**src/common/ic_addr_pkg.sv**
```systemverilog
// address package: fetch address width and line, index and tag field positions
package ic_addr_pkg;

  localparam int ADDR_W  = 32;              // physical fetch address
  localparam int LINE_B  = 8;               // bytes per line
  localparam int OFFS_W  = $clog2(LINE_B);  // byte offset in a line
  localparam int IDX_W   = 4;               // set index bits

  // address layout, msb to lsb
  //   [ADDR_W-1:TAG_LOW]   tag
  //   [TAG_LOW-1:OFFS_W]   set index
  //   [OFFS_W-1:0]         byte offset
  localparam int TAG_LOW = OFFS_W + IDX_W;
  localparam int TAG_W   = ADDR_W - TAG_LOW;

endpackage
```
**src/common/ic_cache_pkg.sv**
```systemverilog
// cache package: geometry, L2 command encoding, request tag and miss FSM states
package ic_cache_pkg;

  // ============================================================
  // geometry
  // ============================================================
  localparam int WAYS   = 2;
  localparam int SETS   = 1 << ic_addr_pkg::IDX_W;
  localparam int LINE_W = ic_addr_pkg::LINE_B * 8;  // one line per refill beat

  // ============================================================
  // L2 channel
  // ============================================================
  localparam int L2_TAG_W = 4;

  // requester id, top bit marks the instruction cache
  localparam logic [L2_TAG_W-1:0] IC_L2_TAG = {1'b1, {(L2_TAG_W-1){1'b0}}};

  typedef enum logic [1:0] {
    CMD_RD = 2'd0,
    CMD_WR = 2'd1
  } l2_cmd_t;

  // miss handling
  typedef enum logic {
    ST_IDLE = 1'b0,  // lookups flowing
    ST_WAIT = 1'b1   // refill outstanding, fetches blocked
  } ic_state_t;

endpackage

```
**src/common/l2_if.sv**
```systemverilog
// L2 request and response channels, valid/ready with tagged payload
`timescale 1ns/1ps

interface l2_req_if import ic_addr_pkg::*, ic_cache_pkg::*; ();

  logic                valid;
  logic                ready;
  l2_cmd_t             cmd;
  logic [ADDR_W-1:0]   addr;   // line aligned
  logic [L2_TAG_W-1:0] tag;

  modport master (output valid, output cmd, output addr, output tag, input ready);
  modport slave  (input valid, input cmd, input addr, input tag, output ready);

endinterface

interface l2_resp_if import ic_cache_pkg::*; ();

  logic                valid;
  logic                ready;
  logic [L2_TAG_W-1:0] tag;   // echoes the request tag
  logic [LINE_W-1:0]   data;

  modport master (output valid, output tag, output data, input ready);
  modport slave  (input valid, input tag, input data, output ready);

endinterface

```
**src/logic/ic_top.sv**
```systemverilog
// icache top: core and memory bridge joined by the L2 channels
`timescale 1ns/1ps

module ic_top import ic_addr_pkg::*, ic_cache_pkg::*; (
  input  logic                i_clk,
  input  logic                i_reset_n,
  // fetch side
  input  logic                i_req_valid,
  output logic                o_req_ready,
  input  logic [ADDR_W-1:0]   i_req_addr,
  output logic                o_resp_valid,
  output logic [ADDR_W-1:0]   o_resp_addr,
  output logic [LINE_W-1:0]   o_resp_data,
  output logic                o_miss,
  output logic [ADDR_W-1:0]   o_miss_addr,
  // memory side
  output logic                o_mem_req_valid,
  input  logic                i_mem_req_ready,
  output logic [ADDR_W-1:0]   o_mem_req_addr,
  output logic [L2_TAG_W-1:0] o_mem_req_tag,
  input  logic                i_mem_resp_valid,
  input  logic [L2_TAG_W-1:0] i_mem_resp_tag,
  input  logic [LINE_W-1:0]   i_mem_resp_data
);

  l2_req_if  u_l2_req ();
  l2_resp_if u_l2_resp ();

  ic_core u_core (
    .i_clk        (i_clk),
    .i_reset_n    (i_reset_n),
    .i_req_valid  (i_req_valid),
    .o_req_ready  (o_req_ready),
    .i_req_addr   (i_req_addr),
    .o_resp_valid (o_resp_valid),
    .o_resp_addr  (o_resp_addr),
    .o_resp_data  (o_resp_data),
    .o_miss       (o_miss),
    .o_miss_addr  (o_miss_addr),
    .l2_req       (u_l2_req.master),
    .l2_resp      (u_l2_resp.slave)
  );

  l2_bridge u_bridge (
    .i_clk            (i_clk),
    .i_reset_n        (i_reset_n),
    .l2_req           (u_l2_req.slave),
    .l2_resp          (u_l2_resp.master),
    .o_mem_req_valid  (o_mem_req_valid),
    .i_mem_req_ready  (i_mem_req_ready),
    .o_mem_req_addr   (o_mem_req_addr),
    .o_mem_req_tag    (o_mem_req_tag),
    .i_mem_resp_valid (i_mem_resp_valid),
    .i_mem_resp_tag   (i_mem_resp_tag),
    .i_mem_resp_data  (i_mem_resp_data)
  );

endmodule

```
**src/logic/l2_bridge.sv**
```systemverilog
// L2 bridge: one-entry request and response registers toward plain memory ports
`timescale 1ns/1ps

module l2_bridge import ic_addr_pkg::*, ic_cache_pkg::*; (
  input  logic                i_clk,
  input  logic                i_reset_n,
  l2_req_if.slave             l2_req,
  l2_resp_if.master           l2_resp,
  output logic                o_mem_req_valid,
  input  logic                i_mem_req_ready,
  output logic [ADDR_W-1:0]   o_mem_req_addr,
  output logic [L2_TAG_W-1:0] o_mem_req_tag,
  input  logic                i_mem_resp_valid,
  input  logic [L2_TAG_W-1:0] i_mem_resp_tag,
  input  logic [LINE_W-1:0]   i_mem_resp_data
);

  logic                r_req_valid;
  logic [ADDR_W-1:0]   r_req_addr;
  logic [L2_TAG_W-1:0] r_req_tag;
  logic                w_req_take;
  logic                r_resp_valid;
  logic [L2_TAG_W-1:0] r_resp_tag;
  logic [LINE_W-1:0]   r_resp_data;

  assign l2_req.ready = ~r_req_valid;  // full buffer stalls the core
  assign w_req_take   = l2_req.valid & l2_req.ready & (l2_req.cmd == CMD_RD);

  always_ff @(posedge i_clk or negedge i_reset_n) begin
    if (!i_reset_n) begin
      r_req_valid  <= 1'b0;
      r_resp_valid <= 1'b0;
    end else begin
      if (w_req_take) begin
        r_req_valid <= 1'b1;
      end else if (i_mem_req_ready) begin
        r_req_valid <= 1'b0;
      end
      r_resp_valid <= i_mem_resp_valid | (r_resp_valid & ~l2_resp.ready);
    end
  end

  always_ff @(posedge i_clk) begin
    if (w_req_take) begin
      r_req_addr <= l2_req.addr;
      r_req_tag  <= l2_req.tag;
    end
    if (i_mem_resp_valid) begin
      r_resp_tag  <= i_mem_resp_tag;
      r_resp_data <= i_mem_resp_data;
    end
  end

  assign o_mem_req_valid = r_req_valid;
  assign o_mem_req_addr  = r_req_addr;
  assign o_mem_req_tag   = r_req_tag;

  assign l2_resp.valid = r_resp_valid;
  assign l2_resp.tag   = r_resp_tag;
  assign l2_resp.data  = r_resp_data;

endmodule

```
**src/icache/ic_core.sv**
```systemverilog
// icache core: S0-S2 lookup pipeline, hit way select and single-miss refill FSM
`timescale 1ns/1ps

module ic_core import ic_addr_pkg::*, ic_cache_pkg::*; (
  input  logic              i_clk,
  input  logic              i_reset_n,
  input  logic              i_req_valid,
  output logic              o_req_ready,
  input  logic [ADDR_W-1:0] i_req_addr,
  output logic              o_resp_valid,
  output logic [ADDR_W-1:0] o_resp_addr,
  output logic [LINE_W-1:0] o_resp_data,
  output logic              o_miss,
  output logic [ADDR_W-1:0] o_miss_addr,
  l2_req_if.master          l2_req,
  l2_resp_if.slave          l2_resp
);

  ic_state_t         r_state;
  logic              w_accept;
  logic              w_refill;
  logic [IDX_W-1:0]  w_tag_idx;
  logic [IDX_W-1:0]  w_data_idx;

  logic              r_s1_valid;
  logic [ADDR_W-1:0] r_s1_addr;
  logic [WAYS-1:0]   w_s1_way_hit;
  logic              w_s1_miss;

  logic              r_s2_valid;
  logic [ADDR_W-1:0] r_s2_addr;
  logic [WAYS-1:0]   r_s2_way_hit;
  logic [LINE_W-1:0] w_s2_data [WAYS];
  logic [LINE_W-1:0] w_s2_sel;

  logic              r_req_valid;
  logic [ADDR_W-1:0] r_miss_addr;
  logic [WAYS-1:0]   r_victim_oh;  // round-robin fill pointer

  assign w_accept = i_req_valid & o_req_ready;
  assign w_refill = (r_state == ST_WAIT) & l2_resp.valid & l2_resp.ready &
                    (l2_resp.tag == IC_L2_TAG);

  // refill owns the array port, lookups are blocked meanwhile
  assign w_tag_idx  = w_refill ? r_miss_addr[TAG_LOW-1:OFFS_W] : i_req_addr[TAG_LOW-1:OFFS_W];
  assign w_data_idx = w_refill ? r_miss_addr[TAG_LOW-1:OFFS_W] : r_s1_addr[TAG_LOW-1:OFFS_W];

  for (genvar w = 0; w < WAYS; w++) begin : g_way
    logic [TAG_W-1:0] w_tag;
    logic             w_tag_valid;

    ic_tag_array u_tag (
      .i_clk       (i_clk),
      .i_reset_n   (i_reset_n),
      .i_wr        (w_refill & r_victim_oh[w]),
      .i_addr      (w_tag_idx),
      .i_tag       (r_miss_addr[ADDR_W-1:TAG_LOW]),
      .o_tag       (w_tag),
      .o_tag_valid (w_tag_valid)
    );

    assign w_s1_way_hit[w] = w_tag_valid & (w_tag == r_s1_addr[ADDR_W-1:TAG_LOW]);

    ic_data_array u_data (
      .i_clk     (i_clk),
      .i_reset_n (i_reset_n),
      .i_wr      (w_refill & r_victim_oh[w]),
      .i_addr    (w_data_idx),
      .i_data    (l2_resp.data),
      .o_data    (w_s2_data[w])
    );
  end

  // ============================================================
  // S1 / S2 pipeline
  // ============================================================
  assign w_s1_miss = r_s1_valid & ~(|w_s1_way_hit) & (r_state == ST_IDLE);

  always_ff @(posedge i_clk or negedge i_reset_n) begin
    if (!i_reset_n) begin
      r_s1_valid   <= 1'b0;
      r_s2_valid   <= 1'b0;
      r_s2_way_hit <= '0;
      o_miss       <= 1'b0;
    end else begin
      r_s1_valid   <= w_accept & ~w_s1_miss;  // fetch behind a miss is dropped
      r_s2_valid   <= r_s1_valid;
      r_s2_way_hit <= w_s1_way_hit;
      o_miss       <= w_s1_miss;
    end
  end

  always_ff @(posedge i_clk) begin
    r_s1_addr   <= i_req_addr;
    r_s2_addr   <= r_s1_addr;
    o_miss_addr <= r_s1_addr;
    if (w_s1_miss) begin
      r_miss_addr <= r_s1_addr;
    end
  end

  // one-hot OR of the way outputs
  always_comb begin
    w_s2_sel = '0;
    for (int w = 0; w < WAYS; w++) begin
      w_s2_sel |= {LINE_W{r_s2_way_hit[w]}} & w_s2_data[w];
    end
  end

  assign o_resp_valid = r_s2_valid & (|r_s2_way_hit);
  assign o_resp_addr  = r_s2_addr;
  assign o_resp_data  = w_s2_sel;

  // ============================================================
  // miss FSM
  // ============================================================
  always_ff @(posedge i_clk or negedge i_reset_n) begin
    if (!i_reset_n) begin
      r_state     <= ST_IDLE;
      r_req_valid <= 1'b0;
      r_victim_oh <= {{(WAYS-1){1'b0}}, 1'b1};
    end else begin
      case (r_state)
        ST_IDLE: begin
          if (w_s1_miss) begin
            r_state     <= ST_WAIT;
            r_req_valid <= 1'b1;
          end
        end
        ST_WAIT: begin
          if (r_req_valid & l2_req.ready) begin
            r_req_valid <= 1'b0;  // handed to the bridge
          end
          if (w_refill) begin
            r_state     <= ST_IDLE;
            r_victim_oh <= {r_victim_oh[WAYS-2:0], r_victim_oh[WAYS-1]};
          end
        end
        default: r_state <= ST_IDLE;
      endcase
    end
  end

  assign o_req_ready   = (r_state == ST_IDLE);
  assign l2_req.valid  = r_req_valid;
  assign l2_req.cmd    = CMD_RD;
  assign l2_req.addr   = {r_miss_addr[ADDR_W-1:OFFS_W], {OFFS_W{1'b0}}};
  assign l2_req.tag    = IC_L2_TAG;
  assign l2_resp.ready = 1'b1;  // refills always taken

endmodule

```
**src/icache/ic_data_array.sv**
```systemverilog
// data array: one way of cache lines, full-line write, registered read
`timescale 1ns/1ps

module ic_data_array import ic_addr_pkg::*, ic_cache_pkg::*; (
  input  logic              i_clk,
  input  logic              i_reset_n,
  input  logic              i_wr,
  input  logic [IDX_W-1:0]  i_addr,
  input  logic [LINE_W-1:0] i_data,
  output logic [LINE_W-1:0] o_data
);

  logic [LINE_W-1:0] r_lines [SETS];

  always_ff @(posedge i_clk) begin
    if (i_wr) begin
      r_lines[i_addr] <= i_data;
    end
  end

  always_ff @(posedge i_clk or negedge i_reset_n) begin
    if (!i_reset_n) begin
      o_data <= '0;
    end else begin
      o_data <= r_lines[i_addr];  // old data on a same-set write
    end
  end

endmodule

```
**src/icache/ic_tag_array.sv**
```systemverilog
// tag array: one way of tags with per-set valid bits, registered read
`timescale 1ns/1ps

module ic_tag_array import ic_addr_pkg::*, ic_cache_pkg::*; (
  input  logic             i_clk,
  input  logic             i_reset_n,
  input  logic             i_wr,
  input  logic [IDX_W-1:0] i_addr,
  input  logic [TAG_W-1:0] i_tag,
  output logic [TAG_W-1:0] o_tag,
  output logic             o_tag_valid
);

  logic [TAG_W-1:0] r_tags [SETS];
  logic [SETS-1:0]  r_valid;

  // valid bits, cleared so a fresh cache misses everywhere
  always_ff @(posedge i_clk or negedge i_reset_n) begin
    if (!i_reset_n) begin
      r_valid     <= '0;
      o_tag_valid <= 1'b0;
    end else if (i_wr) begin
      r_valid[i_addr] <= 1'b1;
    end else begin
      o_tag_valid <= r_valid[i_addr];
    end
  end

  always_ff @(posedge i_clk) begin
    if (i_wr) begin
      r_tags[i_addr] <= i_tag;
    end else begin
      o_tag <= r_tags[i_addr];  // no read on a write cycle
    end
  end

endmodule

```
**config.mk**
```make
export PLATFORM = sky130hd
export DESIGN_NAME = ic_top
export DESIGN_NICKNAME = d
export VERILOG_FILES = /design/src/common/ic_addr_pkg.sv /design/src/common/ic_cache_pkg.sv /design/src/common/l2_if.sv /design/src/logic/ic_top.sv /design/src/logic/l2_bridge.sv /design/src/icache/ic_core.sv /design/src/icache/ic_data_array.sv /design/src/icache/ic_tag_array.sv
export SDC_FILE = /design/constraint.sdc
export NUM_CORES = 2
export LEC_CHECK = 0
export BUFFER_PORTS_ARGS = -buffer_cell sky130_fd_sc_hd__buf_4
export CAP_MARGIN = 20
export CELL_PAD_IN_SITES_DETAIL_PLACEMENT = 1
export CELL_PAD_IN_SITES_GLOBAL_PLACEMENT = 2
export CORE_AREA = 2 2 492 494
export DETAILED_ROUTE_END_ITERATION = 7
export DIE_AREA = 0 0 494 496
export PLACE_DENSITY = 0.89
export SYNTH_ARGS = -nofsm -noshare
export SYNTH_HDL_FRONTEND = slang
export SYNTH_SLANG_ARGS = --single-unit
```
**constraint.sdc**
```tcl
create_clock -name i_clk -period 22.2 [get_ports i_clk]
set_input_delay 3.33 -clock i_clk [delete_from_list [all_inputs] [get_ports i_clk]]
set_output_delay 3.33 -clock i_clk [all_outputs]
set_load 0.01 [all_outputs]
```
==> flow_summary_export.csv <==
group,metric,value,unit
timing,period_minus_slack,6.80,ns
critical_path,critPathLaunchType,"flip-flop",
timing,tightest_slew,1.22,ns
yosys,synth_cell_types,53,
critical_path,cp_common_cell,"buf_4",
yosys,avgSynthCellArea,17.3,sq um
global_routing,grt_overflow,0,
global_routing,grt_pass1_wl,556000,um
die,initial_utilization,50.9,%
cells_and_area,fill_cells,21128,
routing,viasPerCell,6.85,
critical_path,endpoint_kind,"output port",
global_routing,grt_max_degree,154,
timing,final-hold-violation-count,0,
die,die-width,494,um
critical_path,crit_buf_inv,2,
timing,max_slew_margin,18.3,%
cells_and_area,syn_to_final_growth,14.4,%
timing,max_freq,147,MHz
clock_network,ctsHoldBuffers,0,
yosys,syn_area,0.122,sq mm
global_routing,use_met1,39.9,%
yosys,synthArstFlopShare,5.31,%
critical_path,crit_path_cell_trace,"buf_4, a22o_1, buf_4",
clock_network,clk-insertion-delay-late,0.97,ns
critical_path,cp_slowest_cell,"dfrtp_4",
die,core,0.240,sq mm
placed_design,hpwl,200000,um
yosys,synthFlopType,"edfxtp_1",
yosys,synth-edff-count,3024,
routing,vias,73980,
routing,dr.first_iter.drc_count,10297,
routing,wl_per_cell,36.4,um
clock_network,root_buffer,"clkbuf_16",
die,fp.dieH,496,um
critical_path,cp_data_arrival_time,3.47,ns
placed_design,dpl-instance-area,0.128,sq mm
die,pin_count,273,
clock_network,htree_num_levels,5,
timing,tns,0,ns
cells_and_area,drive_above_1_share,14.6,%
routing,drc,0,
yosys,synth_seq_cells,3261,
critical_path,path_class,"reg -> out",
timing,grt_setup_unrepaired,"no",
power_and_ir_drop,peakVddDrop,82.2,uV
clock_network,postCtsSetupBuffers,0,
global_routing,grt_util_met3,6.03,%
yosys,yosysSeqAreaShare,79.1,%
clock_network,cts_tree,"done",
critical_path,slowest_delay,0.81,ns
job,maxCapViolCount,0,
clock_network,cts_buffers,341,
power_and_ir_drop,power_density,94.6,mW/mm^2
routing,drt_pass1_iterations,6,
die,dieArea,0.245,sq mm
placed_design,portBuffers,265,
worst_hold_path,hp-class,"reg -> reg",
global_routing,antenna_found_initial,9,
global_routing,busiest_layer,"met2",
timing,setup_violations,0,
clock_network,cts.clk_slew.worst_paths,0.06,ns
global_routing,grt_usage,31.4,%
timing,slew_violations,0,
yosys,synth_cells,7032,
clock_network,cts_buffer_depth,4,
clock_network,cts_resized,0,
critical_path,worstPathMaxFanout,39,
timing,period_share,30.6,%
die,num_rows,180,
routing,drt-total-wl,393000,um
timing,finClkSkew,0.103,ns
yosys,yosysWarnings,0,
cells_and_area,final_area,0.139,sq mm
power_and_ir_drop,p_leak,0.0470,uW
global_routing,grt_pass1_vias,77721,
clock_network,cts_sinks,3261,
routing,ant_nets,0,
critical_path,cp_data_required_time,18.87,ns
outcome,status,"completed",
critical_path,critPathTopFamily,"buffers and inverters",
placed_design,finalWeightedCongestion,0.785,
global_routing,gr-usage-met2,51.9,%
cells_and_area,fin_nets,7446,
==> stage by stage <==
stage | total power [uW] | hold slack (ns) | std cells | worst slack [ns] | util, %
after floorplan | 7370 | 0.310 | 7037 | 11.29 | -
after global placement | 7650 | 0.310 | 10130 | 15.33 | 53.2
after detailed placement | 7700 | 0.315 | 10136 | 15.44 | 53.3
after CTS | 13200 | 0.329 | 10744 | 15.46 | 57.7
after global routing | 13400 | 0.342 | 10792 | 15.31 | 58.2
final | 13200 | 0.325 | 10796 | 15.40 | 58.2
==> final cells by class <==
type	instances	area (sq um)	share of cell area (%)
Antenna cell	5	12.5	0.00897
Clock buffer	469	9320	6.68
Clock inverter	139	1320	0.949
Inverter	4	15.0	0.0108
Multi-Input combinational cell	3253	23800	17.1
Sequential cell	3261	96400	69.2
Tap cell	3185	3990	2.86
Timing Repair Buffer	480	4490	3.22
==> worst paths after layout <==
check | start | to | slack [ns] | depth (start not counted)
setup / recovery | u_core.r_s2_way_hit[1] | o_resp_data[53] | 15.40 | 3
hold / removal | u_core.r_s1_addr[1] | u_core.o_miss_addr[1] | 0.32 | 0
setup reg to reg | u_bridge.l2_resp.tag[2] | u_core.g_way[1].u_data.o_data[46] | 15.64 | 9
hold reg to reg | u_core.r_s1_addr[1] | u_core.o_miss_addr[1] | 0.32 | 0
max in group asynchronous | i_reset_n | u_core.g_way[1].u_tag.r_valid[9] | 18.01 | 3
min in group asynchronous | i_reset_n | u_core.g_way[1].u_data.o_data[40] | 2.29 | 1
==> registers in the layout, indices dropped and copies added, names as in the netlist, 4 cells and up <==
name and flops:
u_core.g_way.u_tag.r_tags 800, u_core.o_miss_addr 32, u_core.r_s1_addr 32, u_bridge.o_mem_req_addr 29
u_core.g_way.u_data.r_lines 2048, u_core.g_way.u_tag.o_tag 50, u_bridge.l2_resp.data 64, u_core.r_miss_addr 29
u_bridge.l2_resp.tag 4, u_core.g_way.u_data.o_data 128, u_core.g_way.u_tag.r_valid 32
==> layer usage <==
metal	wire length [um]	part of all wire (%)
met1	142000	36
met2	193000	49
met3	38000	9.7
met4	19900	5.1
met5	23	0.0059
==> power breakdown <==
part           total, uW  leakage (uW)  switching [uW]  internal, uW
clock               5570       0.00519            2400          3170
combinational        674        0.0118             456           218
sequential          6950        0.0300             127          6820
total              13200        0.0470            2980         10200
==> cells in the final DEF, fill, tap and decap left out, drive strengths merged, types with 162 or more instances in the layout <==
master / count
o22ai: 258
or4: 178
dfrtp: 172
buf: 480
a211oi: 162
a21oi: 454
nand2: 251
clkbuf: 469
edfxtp: 3024
a22oi: 584
mux2i: 640
==> synth_stat cells, drive strengths merged (136+ instances only) <==
master / number / area share [%]
a211oi: 162 / 1.0
a21oi: 454 / 1.9
a22oi: 584 / 3.6
a31oi: 136 / 0.70
buf: 196 / 0.89
clkbuf: 323 / 0.99
dfrtp: 172 / 3.5
edfxtp: 3024 / 74
mux2i: 640 / 5.3
nand2: 251 / 0.78
nor3: 149 / 0.61
o22ai: 258 / 1.3
or4: 178 / 1.1
==> logic make-up (layout without fill, tap and decap cells) <==
group,count (synthesis),after routing,synth area share (%)
xor+xnor,50,50,0.359
flops,3261,3261,79.1
simple gates,815,815,3.65
buf+inv,523,1092,1.90
other cells,2,12,0.00616
compound gates,1723,1723,9.41
mux,658,658,5.57
(Power assumes the default switching activity.)
